### src/source/vld_cfg_pkg.sv
/* Vector load engine dimensions
   Lane, register and width constants with the types derived from them */
`default_nettype none

package vld_cfg_pkg;

    // ========================================================================
    // Dimensions
    // ========================================================================
    localparam int VLANES     = 8;                 // Lanes per vector register
    localparam int VREGS      = 32;                // Architectural vector registers
    localparam int ELEM_W     = 32;
    localparam int ADDR_W     = 32;
    localparam int ELEM_BYTES = ELEM_W / 8;        // Unit-strided address step

    localparam int LANE_W = $clog2(VLANES);
    localparam int VREG_W = $clog2(VREGS);
    localparam int VL_W   = $clog2(VLANES * VREGS) + 1; // Covers vl of 0 to 256

    // ========================================================================
    // Derived types
    // ========================================================================
    typedef logic [LANE_W-1:0] lane_idx_t;
    typedef logic [VLANES-1:0] lane_mask_t;        // One bit per lane
    typedef logic [VREG_W-1:0] vreg_idx_t;
    typedef logic [VL_W-1:0]   vl_t;
    typedef logic [ELEM_W-1:0] elem_t;
    typedef logic [ADDR_W-1:0] addr_t;

    // Full destination row, lane 0 in the low bits
    typedef logic [VLANES-1:0][ELEM_W-1:0] row_data_t;

endpackage

`default_nettype wire
### src/source/vld_if_pkg.sv
/* Vector load engine transaction types
   Instruction, memory request and response, and row writeback records */
`default_nettype none

package vld_if_pkg;

    import vld_cfg_pkg::*;

    // Addressing mode of a load
    typedef enum logic [1:0] {
        MEM_UNIT    = 2'd0,   // Step of one element
        MEM_STRIDED = 2'd1    // Step taken from the instruction
    } mem_op_e;

    // Request tag, names the scratchpad slot a response lands in
    typedef struct packed {
        logic      row;
        lane_idx_t lane;
    } ticket_t;

    // ========================================================================
    // Transactions
    // ========================================================================
    typedef struct packed {
        addr_t     base;      // Address of element 0
        addr_t     stride;    // Byte distance, strided mode only
        vl_t       vl;
        vreg_idx_t dst;       // First destination register
        mem_op_e   op;
    } ld_instr_t;

    typedef struct packed {
        addr_t   addr;
        ticket_t ticket;
    } mem_req_t;

    typedef struct packed {
        ticket_t ticket;
        elem_t   data;
    } mem_resp_t;

    // One register write with per-lane enable
    typedef struct packed {
        vreg_idx_t  vreg;
        lane_mask_t en;
        row_data_t  data;
    } wb_t;

endpackage

`default_nettype wire

### src/source/vld_top.sv
/* Vector load engine top level
   Connects sequencer, element counter, address generator, scoreboard and scratchpad */
`timescale 1ns/1ps
`default_nettype none

module vld_top (
    input  wire logic                  clk_i,
    input  wire logic                  rstn_i,
    // Instruction input
    input  wire logic                  instr_valid_i,
    input  wire vld_if_pkg::ld_instr_t instr_i,
    output logic                       instr_ready_o,
    // Memory requests
    output logic                       req_en_o,
    output vld_if_pkg::mem_req_t       req_o,
    input  wire logic                  grant_i,
    // Memory responses
    input  wire logic                  resp_valid_i,
    input  wire vld_if_pkg::mem_resp_t resp_i,
    // Register file writeback
    output logic                       wb_req_o,
    output vld_if_pkg::wb_t            wb_o,
    output logic                       busy_o
);

    import vld_cfg_pkg::*;
    import vld_if_pkg::*;

    logic       accept;
    logic       start_loop;
    logic       issue_en;
    logic       step;          // Request taken this cycle
    logic       req_pending;
    logic       row_pending;
    logic       other_active;
    logic       sb_idle;
    logic       last_loop;
    logic       wb_row;
    ticket_t    ticket;
    vreg_idx_t  loop;
    lane_mask_t loop_mask;
    addr_t      addr;
    vreg_idx_t  wb_reg;
    lane_mask_t wb_en;
    row_data_t  wb_data;

    assign req_en_o = issue_en & req_pending;
    assign step     = req_en_o & grant_i;
    assign req_o    = '{addr: addr, ticket: ticket};
    assign wb_o     = '{vreg: wb_reg, en: wb_en, data: wb_data};

    vld_seq_fsm u_fsm (
        .clk_i          (clk_i),
        .rstn_i         (rstn_i),
        .instr_valid_i  (instr_valid_i),
        .sb_idle_i      (sb_idle),
        .row_pending_i  (row_pending),
        .other_active_i (other_active),
        .last_loop_i    (last_loop),
        .instr_ready_o  (instr_ready_o),
        .accept_o       (accept),
        .start_loop_o   (start_loop),
        .issue_en_o     (issue_en),
        .busy_o         (busy_o)
    );

    vld_elem_counter u_counter (
        .clk_i        (clk_i),
        .rstn_i       (rstn_i),
        .accept_i     (accept),
        .start_loop_i (start_loop),
        .step_i       (step),
        .instr_vl_i   (instr_i.vl),
        .ticket_o     (ticket),
        .loop_o       (loop),
        .last_loop_o  (last_loop),
        .loop_mask_o  (loop_mask)
    );

    vld_addr_gen u_addr (
        .clk_i    (clk_i),
        .rstn_i   (rstn_i),
        .accept_i (accept),
        .step_i   (step),
        .instr_i  (instr_i),
        .addr_o   (addr)
    );

    vld_scoreboard u_sb (
        .clk_i          (clk_i),
        .rstn_i         (rstn_i),
        .accept_i       (accept),
        .start_loop_i   (start_loop),
        .step_i         (step),
        .ticket_i       (ticket),
        .loop_i         (loop),
        .loop_mask_i    (loop_mask),
        .dst_i          (instr_i.dst),
        .resp_valid_i   (resp_valid_i),
        .resp_ticket_i  (resp_i.ticket),
        .req_pending_o  (req_pending),
        .row_pending_o  (row_pending),
        .other_active_o (other_active),
        .idle_o         (sb_idle),
        .wb_req_o       (wb_req_o),
        .wb_row_o       (wb_row),
        .wb_reg_o       (wb_reg),
        .wb_en_o        (wb_en)
    );

    vld_scratchpad u_pad (
        .clk_i        (clk_i),
        .resp_valid_i (resp_valid_i),
        .resp_i       (resp_i),
        .rd_row_i     (wb_row),
        .rd_data_o    (wb_data)
    );

endmodule

`default_nettype wire

### src/source/vld_scratchpad.sv
/* Load scratchpad
   Two rows of elements, filled by response ticket and read a full row at a time */
`timescale 1ns/1ps
`default_nettype none

module vld_scratchpad (
    input  wire logic                  clk_i,
    input  wire logic                  resp_valid_i,
    input  wire vld_if_pkg::mem_resp_t resp_i,
    input  wire logic                  rd_row_i,    // Row being written back
    output vld_cfg_pkg::row_data_t     rd_data_o
);

    import vld_cfg_pkg::*;

    // ========================================================================
    // Storage
    // ========================================================================
    row_data_t pad_q [2];

    // Responses arrive in any order, the ticket picks the slot
    always_ff @(posedge clk_i) begin
        if (resp_valid_i) begin
            pad_q[resp_i.ticket.row][resp_i.ticket.lane] <= resp_i.data;
        end
    end

    // Whole row straight to the register file write port
    assign rd_data_o = pad_q[rd_row_i];

endmodule

`default_nettype wire

### src/source/vld_scoreboard.sv
/* Lane scoreboard
   Pending, active and served masks per row, row destinations and writeback choice */
`timescale 1ns/1ps
`default_nettype none

module vld_scoreboard (
    input  wire logic                   clk_i,
    input  wire logic                   rstn_i,
    input  wire logic                   accept_i,
    input  wire logic                   start_loop_i,
    input  wire logic                   step_i,
    input  wire vld_if_pkg::ticket_t    ticket_i,      // Row and lane now requesting
    input  wire vld_cfg_pkg::vreg_idx_t loop_i,
    input  wire vld_cfg_pkg::lane_mask_t loop_mask_i,
    input  wire vld_cfg_pkg::vreg_idx_t dst_i,
    input  wire logic                   resp_valid_i,
    input  wire vld_if_pkg::ticket_t    resp_ticket_i,
    output logic                        req_pending_o,
    output logic                        row_pending_o,
    output logic                        other_active_o,
    output logic                        idle_o,
    output logic                        wb_req_o,
    output logic                        wb_row_o,
    output vld_cfg_pkg::vreg_idx_t      wb_reg_o,
    output vld_cfg_pkg::lane_mask_t     wb_en_o
);

    import vld_cfg_pkg::*;

    lane_mask_t [1:0] pending_q;   // Not yet requested
    lane_mask_t [1:0] active_q;    // Belong to the loop held in the row
    lane_mask_t [1:0] served_q;    // Response received
    vreg_idx_t        row_dst_q [2];
    vreg_idx_t        dst_q;
    logic             cur_row;
    logic             new_row;
    logic [1:0]       row_done;

    assign cur_row = ticket_i.row;
    assign new_row = ~cur_row;

    // ========================================================================
    // Status towards the sequencer
    // ========================================================================
    assign req_pending_o  = pending_q[cur_row][ticket_i.lane];
    assign row_pending_o  = |pending_q[cur_row];
    assign other_active_o = |active_q[new_row];
    assign idle_o         = ~|pending_q & ~|active_q;

    // ========================================================================
    // Writeback selection, row 0 first
    // ========================================================================
    always_comb begin
        for (int r = 0; r < 2; r++) begin
            row_done[r] = (served_q[r] == active_q[r]) && |active_q[r];
        end
    end

    assign wb_req_o = |row_done;
    assign wb_row_o = ~row_done[0];
    assign wb_reg_o = row_dst_q[wb_row_o];
    assign wb_en_o  = active_q[wb_row_o];

    always_ff @(posedge clk_i or negedge rstn_i) begin
        if (!rstn_i) begin
            pending_q <= '0;
            active_q  <= '0;
            served_q  <= '0;
        end else if (accept_i) begin
            pending_q <= {lane_mask_t'(0), loop_mask_i};  // Loop 0 always in row 0
            active_q  <= {lane_mask_t'(0), loop_mask_i};
            served_q  <= '0;
        end else begin
            for (int r = 0; r < 2; r++) begin
                if (start_loop_i && new_row == r[0]) pending_q[r] <= loop_mask_i;
                else if (step_i && cur_row == r[0]) pending_q[r][ticket_i.lane] <= 1'b0;

                if (wb_req_o && wb_row_o == r[0]) active_q[r] <= '0;
                else if (start_loop_i && new_row == r[0]) active_q[r] <= loop_mask_i;

                if (start_loop_i && new_row == r[0]) served_q[r] <= '0;
                else if (resp_valid_i && resp_ticket_i.row == r[0])
                    served_q[r][resp_ticket_i.lane] <= 1'b1;
            end
        end
    end

    // Destination of each row is dst plus the loop it holds
    always_ff @(posedge clk_i) begin
        if (accept_i) begin
            dst_q        <= dst_i;
            row_dst_q[0] <= dst_i;
        end else if (start_loop_i) begin
            row_dst_q[new_row] <= dst_q + loop_i + 1'b1;
        end
    end

    // Memory only answers lanes that were requested in the current loop
    a_resp_active: assert property (@(posedge clk_i) disable iff (!rstn_i)
        resp_valid_i |-> active_q[resp_ticket_i.row][resp_ticket_i.lane]
                         && !pending_q[resp_ticket_i.row][resp_ticket_i.lane]);

endmodule

`default_nettype wire

### src/source/vld_addr_gen.sv
/* Request address generator
   Holds the element address and steps it by element size or by stride */
`timescale 1ns/1ps
`default_nettype none

module vld_addr_gen (
    input  wire logic                  clk_i,
    input  wire logic                  rstn_i,
    input  wire logic                  accept_i,
    input  wire logic                  step_i,   // Request granted
    input  wire vld_if_pkg::ld_instr_t instr_i,
    output vld_cfg_pkg::addr_t         addr_o
);

    import vld_cfg_pkg::*;
    import vld_if_pkg::*;

    addr_t   addr_q;
    addr_t   stride_q;
    mem_op_e op_q;
    addr_t   step_amt;

    assign step_amt = (op_q == MEM_STRIDED) ? stride_q : addr_t'(ELEM_BYTES);
    assign addr_o   = addr_q;

    always_ff @(posedge clk_i or negedge rstn_i) begin
        if (!rstn_i) begin
            addr_q   <= '0;
            stride_q <= '0;
            op_q     <= MEM_UNIT;
        end else if (accept_i) begin
            addr_q   <= instr_i.base;     // Element 0 of loop 0
            stride_q <= instr_i.stride;
            op_q     <= instr_i.op;
        end else if (step_i) begin
            addr_q   <= addr_q + step_amt;
        end
    end

    // A reload never lands on a granted request
    a_no_step_on_load: assert property (@(posedge clk_i) disable iff (!rstn_i)
        accept_i |-> !step_i);

endmodule

`default_nettype wire

### src/source/vld_elem_counter.sv
/* Element counter
   Lane pointer, current row and loop number, with the lane mask of the next loop */
`timescale 1ns/1ps
`default_nettype none

module vld_elem_counter (
    input  wire logic                 clk_i,
    input  wire logic                 rstn_i,
    input  wire logic                 accept_i,
    input  wire logic                 start_loop_i,
    input  wire logic                 step_i,
    input  wire vld_cfg_pkg::vl_t     instr_vl_i,
    output vld_if_pkg::ticket_t       ticket_o,
    output vld_cfg_pkg::vreg_idx_t    loop_o,
    output logic                      last_loop_o,
    output vld_cfg_pkg::lane_mask_t   loop_mask_o
);

    import vld_cfg_pkg::*;

    lane_idx_t lane_q;
    logic      row_q;
    vreg_idx_t loop_q;
    vl_t       vl_q;
    vl_t       next_base;   // First element of the following loop
    vl_t       remain;

    // Widen before the add so loop 31 still yields 256
    assign next_base = (vl_t'(loop_q) + 1'b1) << LANE_W;
    assign remain    = accept_i ? instr_vl_i : vl_q - next_base;

    // All lanes, or only the low lanes still left
    always_comb begin
        for (int i = 0; i < VLANES; i++) begin
            loop_mask_o[i] = (remain > vl_t'(i));
        end
    end

    assign last_loop_o = (next_base >= vl_q);
    assign loop_o      = loop_q;
    assign ticket_o    = '{row: row_q, lane: lane_q};

    always_ff @(posedge clk_i or negedge rstn_i) begin
        if (!rstn_i) begin
            lane_q <= '0;
            row_q  <= 1'b0;
            loop_q <= '0;
            vl_q   <= '0;
        end else if (accept_i) begin
            lane_q <= '0;
            row_q  <= 1'b0;
            loop_q <= '0;
            vl_q   <= instr_vl_i;
        end else if (start_loop_i) begin
            lane_q <= '0;
            row_q  <= ~row_q;         // Next register goes to the other row
            loop_q <= loop_q + 1'b1;
        end else if (step_i) begin
            lane_q <= lane_q + 1'b1;
        end
    end

endmodule

`default_nettype wire

### src/source/vld_seq_fsm.sv
/* Load sequencer
   Steps through issue, row switching and drain for one instruction at a time */
`timescale 1ns/1ps
`default_nettype none

module vld_seq_fsm (
    input  wire logic clk_i,
    input  wire logic rstn_i,
    input  wire logic instr_valid_i,
    input  wire logic sb_idle_i,      // No lane pending or active
    input  wire logic row_pending_i,  // Current row still has lanes to request
    input  wire logic other_active_i, // Other row not yet written back
    input  wire logic last_loop_i,
    output logic      instr_ready_o,
    output logic      accept_o,
    output logic      start_loop_o,
    output logic      issue_en_o,
    output logic      busy_o
);

    // One-hot so a corrupted state stays visible
    typedef enum logic [3:0] {
        IDLE     = 4'b0001,
        ISSUE    = 4'b0010,
        WAIT_ROW = 4'b0100,
        DRAIN    = 4'b1000
    } state_e;

    state_e state_q;
    state_e state_d;

    assign instr_ready_o = (state_q == IDLE);
    assign busy_o        = ~instr_ready_o;
    assign accept_o      = instr_valid_i & instr_ready_o;
    assign issue_en_o    = (state_q == ISSUE);

    always_comb begin
        state_d      = state_q;
        start_loop_o = 1'b0;
        case (state_q)
            IDLE: if (accept_o) state_d = ISSUE;
            ISSUE: begin
                if (!row_pending_i) begin
                    if (last_loop_i) state_d = DRAIN;   // Only responses left
                    else if (!other_active_i) start_loop_o = 1'b1;
                    else state_d = WAIT_ROW;            // Other row still collecting
                end
            end
            WAIT_ROW: begin
                if (!other_active_i) begin
                    start_loop_o = 1'b1;
                    state_d      = ISSUE;
                end
            end
            DRAIN: if (sb_idle_i) state_d = IDLE;
            default: state_d = IDLE;
        endcase
    end

    always_ff @(posedge clk_i or negedge rstn_i) begin
        if (!rstn_i) state_q <= IDLE;
        else state_q <= state_d;
    end

    a_state_legal: assert property (@(posedge clk_i) disable iff (!rstn_i)
        $onehot(state_q));

endmodule

`default_nettype wire

### config.mk
export PLATFORM = sky130hd
export DESIGN_NAME = vld_top
export DESIGN_NICKNAME = d
export VERILOG_FILES = /design/src/source/vld_cfg_pkg.sv /design/src/source/vld_if_pkg.sv /design/src/source/vld_top.sv /design/src/source/vld_scratchpad.sv /design/src/source/vld_scoreboard.sv /design/src/source/vld_addr_gen.sv /design/src/source/vld_elem_counter.sv /design/src/source/vld_seq_fsm.sv
export SDC_FILE = /design/constraint.sdc
export NUM_CORES = 1
export LEC_CHECK = 0
export BUFFER_PORTS_ARGS = -buffer_cell sky130_fd_sc_hd__buf_2
export CAP_MARGIN = 25
export CORE_ASPECT_RATIO = 1.4
export CORE_MARGIN = 4
export CORE_UTILIZATION = 50
export CTS_BUF_LIST = sky130_fd_sc_hd__clkbuf_4 sky130_fd_sc_hd__clkbuf_8
export DETAILED_ROUTE_END_ITERATION = 10
export GPL_ROUTABILITY_DRIVEN = 0
export PLACE_DENSITY = 0.73
export SYNTH_ARGS = -nofsm -noshare
export SYNTH_HDL_FRONTEND = slang
export SYNTH_SLANG_ARGS = --single-unit
### constraint.sdc
create_clock -name clk_i -period 4.6 [get_ports clk_i]
set_clock_uncertainty 0.2 [all_clocks]
set_input_delay 0.46 -clock clk_i [delete_from_list [all_inputs] [get_ports clk_i]]
set_output_delay 0.46 -clock clk_i [all_outputs]
set_load 0.01 [all_outputs]
==> impl_metrics.ini, run 1 <==
[die]
core-area_mm2 = 0.0541
ios = 430
fp.dieW_um = 205
start_util_pct = 50.4
die_h_um = 284
dieArea_mm2 = 0.0584
row_count = 101

[drt]
drt_wl_total_mm = 70.6
vias = 17500
drt-initial-drc-count = 1231
wl_per_cell_um = 22.1
via_per_inst = 5.48
drc = 0
first_pass_iters = 5
ant_nets = 0

[layout]
n_fill_cell = 3967
drive_above_1_share_pct = 37.9
final_cell_mix = edfxtp_1, buf_2, mux2_2
nets = 2556
area_delta_synth_final_pct = 23.8
final_common_cell = edfxtp_1

[timing]
min_period_ns = 4.09
timing.fmax_mhz = 245
relSlewSlack_pct = 35.3
drv_slew = 0
holdWs_ns = 0.0876
rsz0062_at_grt = no
finalSetupTns_ns = 0
tightestPinTransition_ns = 0.969
hold_viol = 0
finalCritPeriodShare_pct = 88.8
setup_viol_count_final = 0

[placed_design]
dp_hpwl_mm = 45.8
io_buffers = 429

[cts]
htree_levels = 3
clock-sinks = 663
clk_latency_ns = 0.68
post-cts-setup-buffers = 0
clk_path_buf_depth = 3
cts_buffers = 96
clk_pin_slew_ns = 0.07
cts_root_buf = clkbuf_8
cts_tree = done
postCtsResizedCells = 0
cts_hold_buffers = 113

[synthesis]
synthArstFlopShare_pct = 20.5
synth_area_leader_cell = edfxtp_1
syn_nets = 1956
synth.top_cell.area_share_pct = 58.0
syn_inst = 1788
syn_area_per_cell_um2 = 15.3
yosys_warnings = 0
synth_edf_count = 527
synthesis.area_mm2 = 0.0273
yosysUniqueCellTypes = 69
ys_seq_area_share_pct = 70.5
synth_ff_type = edfxtp_1
yosys-top-cells-area = edfxtp_1, dfrtp_1, mux2_2, nand2_1, ha_1
ys_seq_elements = 663

[setup_path]
required_ns = 3.94
cp-end-kind = primary output
crit_type = register to primary output
cp_data_arrival_time_ns = 3.43
path_max_fanout = 56
start_kind = register

[pwr]
leakagePower_nw = 13.3
power_density_mw_per_mm2 = 508
vdd_drop_max_mv = 0.530

[global_routing]
overflow = 0
grt_pass1_vias = 17861
grt_pass1_wl_mm = 106
grt_usage_pct = 23.7
antenna_found_initial = 3
grt_max_degree = 88

[outcome]
status = finished clean

[worst_hold_path]
hold_path_class = input port to register

[run]
cap_violations = 0
[cell families after synthesis]
| kind of cell | synth area share, % |
|---|---|
| xor+xnor | 1.86 |
| flops | 70.5 |
| simple gates | 6.89 |
| buf+inv | 1.45 |
| compound gates | 5.36 |
| mux | 11.7 |
| fa+ha+maj | 2.24 |
[stage by stage]
| step | instance area (um^2) | std cells | util, % | total power, mW | setup WS [ns] |
|---|---|---|---|---|---|
| 3_5_place_dp | 30500 | 2898 | 56.4 | 12.1 | 0.856 |
| 6_report | 33800 | 3195 | 62.4 | 17.2 | 0.515 |
| 4_1_cts | 33700 | 3191 | 62.4 | 17.2 | 0.473 |
| 3_3_place_gp | 30500 | 2897 | 56.4 | 11.9 | 0.910 |
| 5_1_grt | 33800 | 3193 | 62.4 | 18.1 | 0.395 |
| 2_1_floorplan | 27300 | 1788 | - | 10.7 | 0.707 |
[state kept, by name, indices dropped and copies added, names as in the netlist]
name	count
u_addr.op_q	2
u_fsm.state_q	4
u_sb.active_q	16
u_sb.dst_q	5
u_addr.addr_o	32
u_sb.served_q	16
u_sb.pending_q	16
u_sb.row_dst_q	10
u_counter.lane_q	3
u_counter.loop_o	5
u_counter.row_q	1
u_counter.vl_q	9
u_addr.stride_q	32
u_pad.pad_q	512
[cells in the mapped netlist, types with 5 or more instances]
cell,instances
edfxtp_1,527
mux2_2,272
nand2_1,175
dfrtp_1,135
nor2_1,104
a21oi_1,59
clkbuf_1,45
o21ai_0,45
ha_1,44
and2_1,32
xnor2_1,29
xor2_1,29
nand3_1,28
o22ai_1,27
a21o_1,20
buf_2,19
inv_1,19
o21a_1,15
a31oi_1,13
mux2i_1,13
nand2b_1,13
nor3_1,11
nor4_1,11
buf_1,8
o21ai_1,7
nor2b_1,6
o311ai_0,6
and3_1,5
nand3b_1,5
[power breakdown]
group	switching (mW)	internal, mW
registers	0.562	7.15
clock network	2.25	2.80
logic	2.55	1.84
total	5.36	11.8
[per-layer routing]
metal  wire, um  global-route usage [%]  up-vias
li1           -                       -     7910
met1      27100                    29.7     8780
met2      36300                    41.2      709
met3       5620                    5.07      101
met4       1630                    7.41        0
met5          0                       0        -
[layout make-up]
cell class              instances  area, um^2  share of cell area, %
repair buffers                576        3660                   10.8
inverters                      22        82.6                  0.245
clock inverters                52         503                   1.49
well taps                     721         902                   2.67
flip-flops and latches        663       19200                   57.0
multi-input cells            1029        7780                   23.0
clock buffers                 128        1600                   4.74
diodes                          4        10.0                 0.0296
[path summary, 6_finish.rpt]
kind | depth (start not counted) | end | slack, ns | from
max | 7 | wb_o[126] | 0.51 | u_sb.active_q[6]$_DFFE_PN0P_
min | 2 | u_pad.pad_q[1][28]$_DFFE_PP_ | 0.09 | resp_i[34]
max reg2reg | 14 | u_addr.addr_o[31]$_DFFE_PN0P_ | 0.81 | u_addr.op_q[0]$_DFFE_PN0P_
min reg2reg | 2 | u_addr.stride_q[21]$_DFFE_PN0P_ | 0.27 | u_addr.stride_q[21]$_DFFE_PN0P_
max in group asynchronous | 3 | u_addr.stride_q[19]$_DFFE_PN0P_ | 3.03 | rstn_i
min in group asynchronous | 2 | u_counter.vl_q[5]$_DFFE_PN0P_ | 0.23 | rstn_i
[worst max-delay path, cell delays in order (launching register included)]
cell	delay, ns
dfrtp_1	0.44
or4_1	0.54
nor2_1	0.28
inv_2	0.11
nand3_4	0.39
buf_12	0.35
mux2_2	0.41
buf_2	0.15
Note: power is estimated with default switching activity, not from simulation.
==> run 2, diff against run 1 <==
Settings changed: MAX_ROUTING_LAYER set to met4, PLACE_DENSITY 0.73 to not set, PLACE_DENSITY_LB_ADDON set to 0.05, SYNTH_HIERARCHICAL set to 1.
==> run 2 against run 1 <==
  * Final area increased by 1.8%
  * Non-clock buffer count up 7
  * Area after synthesis grew 3.4%
  * Global-route usage increased by 0.23 points
  * Count of clock-buffer cells in the layout up 12
  * Clock power shrank 5.1%
  * Worst hold slack worse by 0.011 ns
  * Synthesized cell count down 0.34%
  * Total power up 0.75%
  * Register-to-register slack worse by 0.33 ns
  * Sequential power is essentially flat
==> impl_metrics.ini, run 2 <==
[global_routing]
antenna_found_initial = 2
overflow = 0
grt_pass1_vias = 17898
grt_pass1_wl_mm = 108
grt_usage_pct = 23.9
grt_max_degree = 102

[layout]
top_register = u_pad/pad_q
drive_above_1_share_pct = 39.9
n_fill_cell = 4367
final_common_cell = edfxtp_1
final_cell_mix = edfxtp_1, buf_2, mux2_2
final_area_mm2 = 0.0344
nets = 2561
area_delta_synth_final_pct = 21.9
register_area_mm2 = 0.0192
largest_reg_flops = 512
multi_input_area_mm2 = 0.00846

[synthesis]
yosys_warnings = 6
synth_ff_type = edfxtp_1
syn_nets = 1949
yosys-top-cells-area = edfxtp_1, dfrtp_1, mux2_2, ha_1, nand2_1
yosysMostFrequentCell = edfxtp_1
syn_inst = 1782
yosysUniqueCellTypes = 86
synth_area_leader_cell = edfxtp_1
syn_area_per_cell_um2 = 15.8
synth.top_cell.area_share_pct = 56.1
ys_seq_elements = 663
synthTopCellsByCount = edfxtp_1, mux2_2, dfrtp_1
synthesis.area_mm2 = 0.0282
synthArstFlopShare_pct = 20.5
ys_seq_area_share_pct = 68.2
synth_edf_count = 527

[timing]
timing.fmax_mhz = 231
rsz0062_at_grt = no
setup_viol_count_final = 0
hold_viol = 0
min_period_ns = 4.33
relSlewSlack_pct = 35.3
tightestPinTransition_ns = 0.967
drv_slew = 0
finalCritPeriodShare_pct = 94.1
finalSetupTns_ns = 0

[cts]
clk_pin_slew_ns = 0.06
htree_levels = 3
clock-sinks = 663
cts_buffers = 98
cts_tree = done
postCtsResizedCells = 0
cts_root_buf = clkbuf_8
clk_path_buf_depth = 3
clk_latency_ns = 0.68
post-cts-setup-buffers = 0
cts_hold_buffers = 118

[pwr]
power_density_mw_per_mm2 = 503
power_mw = 17.3
vdd_drop_max_mv = 0.384
leakagePower_nw = 13.3

[drt]
ant_nets = 0
drt-initial-drc-count = 801
first_pass_iters = 5
wl_per_cell_um = 22.3
drc = 0
vias = 17369
via_per_inst = 5.42
drt_wl_total_mm = 71.5

[setup_path]
cp-end-kind = primary output
cp_data_arrival_time_ns = 3.67
crit_type = register to primary output
start_kind = register
required_ns = 3.94
path_max_fanout = 64

[worst_hold_path]
hold_path_class = input port to register

[die]
fp.dieW_um = 209
dieArea_mm2 = 0.0603
row_count = 102
die_h_um = 289
ios = 430
core-area_mm2 = 0.0556
start_util_pct = 50.7

[placed_design]
dp_hpwl_mm = 47.9
io_buffers = 429
placed_area_mm2 = 0.0312

[run]
cap_violations = 0

[outcome]
status = finished clean
-- run 2: changes by cell type in the layout (fill, tap and decap cells not counted), moves of 13 or more --
| cell | previous run | this run |
|---|---|---|
| mux2_4 | 0 | 14 |
| nor2b_1 | 6 | 21 |
| nor2_1 | 92 | 55 |
| o211ai_1 | 0 | 14 |
| nand2_1 | 174 | 97 |
| a22oi_1 | 0 | 13 |
| mux2i_1 | 13 | 27 |
| o22ai_1 | 27 | 4 |
| mux2_2 | 272 | 293 |
| o21a_1 | 15 | 1 |
-- run 2: kinds of logic (layout without fill, tap and decap cells) --
logic type | Yosys count | count (layout) | synth area share [%]
xor+xnor | 54 | 54 | 1.68
flops | 663 | 663 | 68.2
fa+ha+maj | 46 | 46 | 2.12
mux | 340 | 340 | 13.7
compound gates | 239 | 239 | 5.70
simple gates | 342 | 342 | 6.43
buf+inv | 98 | 792 | 2.22
other cells | 0 | 2 | 0
-- run 2: report_power, final --
| group | switching, mW | internal, mW |
|---|---|---|
| logic | 2.72 | 2.05 |
| clock network | 2.20 | 2.58 |
| registers | 0.557 | 7.17 |
| total | 5.48 | 11.8 |
-- run 2: metal layers --
metal,GRT usage [%],vias up,wire length [um]
li1,-,8029,-
met1,28.4,8719,27800
met2,41.7,536,37500
met3,4.57,85,4310
met4,7.48,0,1850
met5,-,-,0
-- run 2: cell type report --
class,count,share of cell area [%]
tap,728,2.65
inverter,27,0.295
clock buffer,140,4.97
antenna,2,0.0146
sequential,663,55.9
timing repair buffer,583,10.6
clock inverter,42,0.906
multi-input combinational,1021,24.6
-- run 2: worst paths after layout --
kind                                                 startpoint                              end  slack [ns]  cells after the start
max in group asynchronous                                rstn_i  u_addr/stride_q[18]$_DFFE_PN0P_        3.02                      3
min in group asynchronous                                rstn_i    u_counter/vl_q[8]$_DFFE_PN0P_        0.14                      2
worst min-delay path                                 resp_i[34]    u_sb/served_q[15]$_DFFE_PN0P_        0.08                      3
worst max register to register  u_counter/loop_o[0]$_DFFE_PN0P_    u_sb/pending_q[6]$_DFFE_PN0P_        0.48                     15
worst min register to register  u_addr/stride_q[15]$_DFFE_PN0P_  u_addr/stride_q[15]$_DFFE_PN0P_        0.30                      1
worst max-delay path               u_sb/active_q[2]$_DFFE_PN0P_                         wb_o[51]        0.27                      7
-- run 2: critical path: stages (launching register included) --
cell and delay (ns):
dfrtp_1 0.43, nor4_1 0.49, nand2_1 0.24, nand3_4 0.44
buf_12 0.36, buf_4 0.37, mux2_2 0.38, buf_2 0.14
-- run 2: stage by stage --
stage,setup WS [ns],hold slack (ns),utilization [%],std cells
floorplan,0.833,-0.0356,-,1782
global placement,0.608,0.284,56.0,2904
detailed placement,0.508,0.287,56.0,2904
CTS,0.172,0.00319,61.8,3204
global route,0.0265,0.0527,61.8,3206
finish,0.270,0.0768,61.8,3206
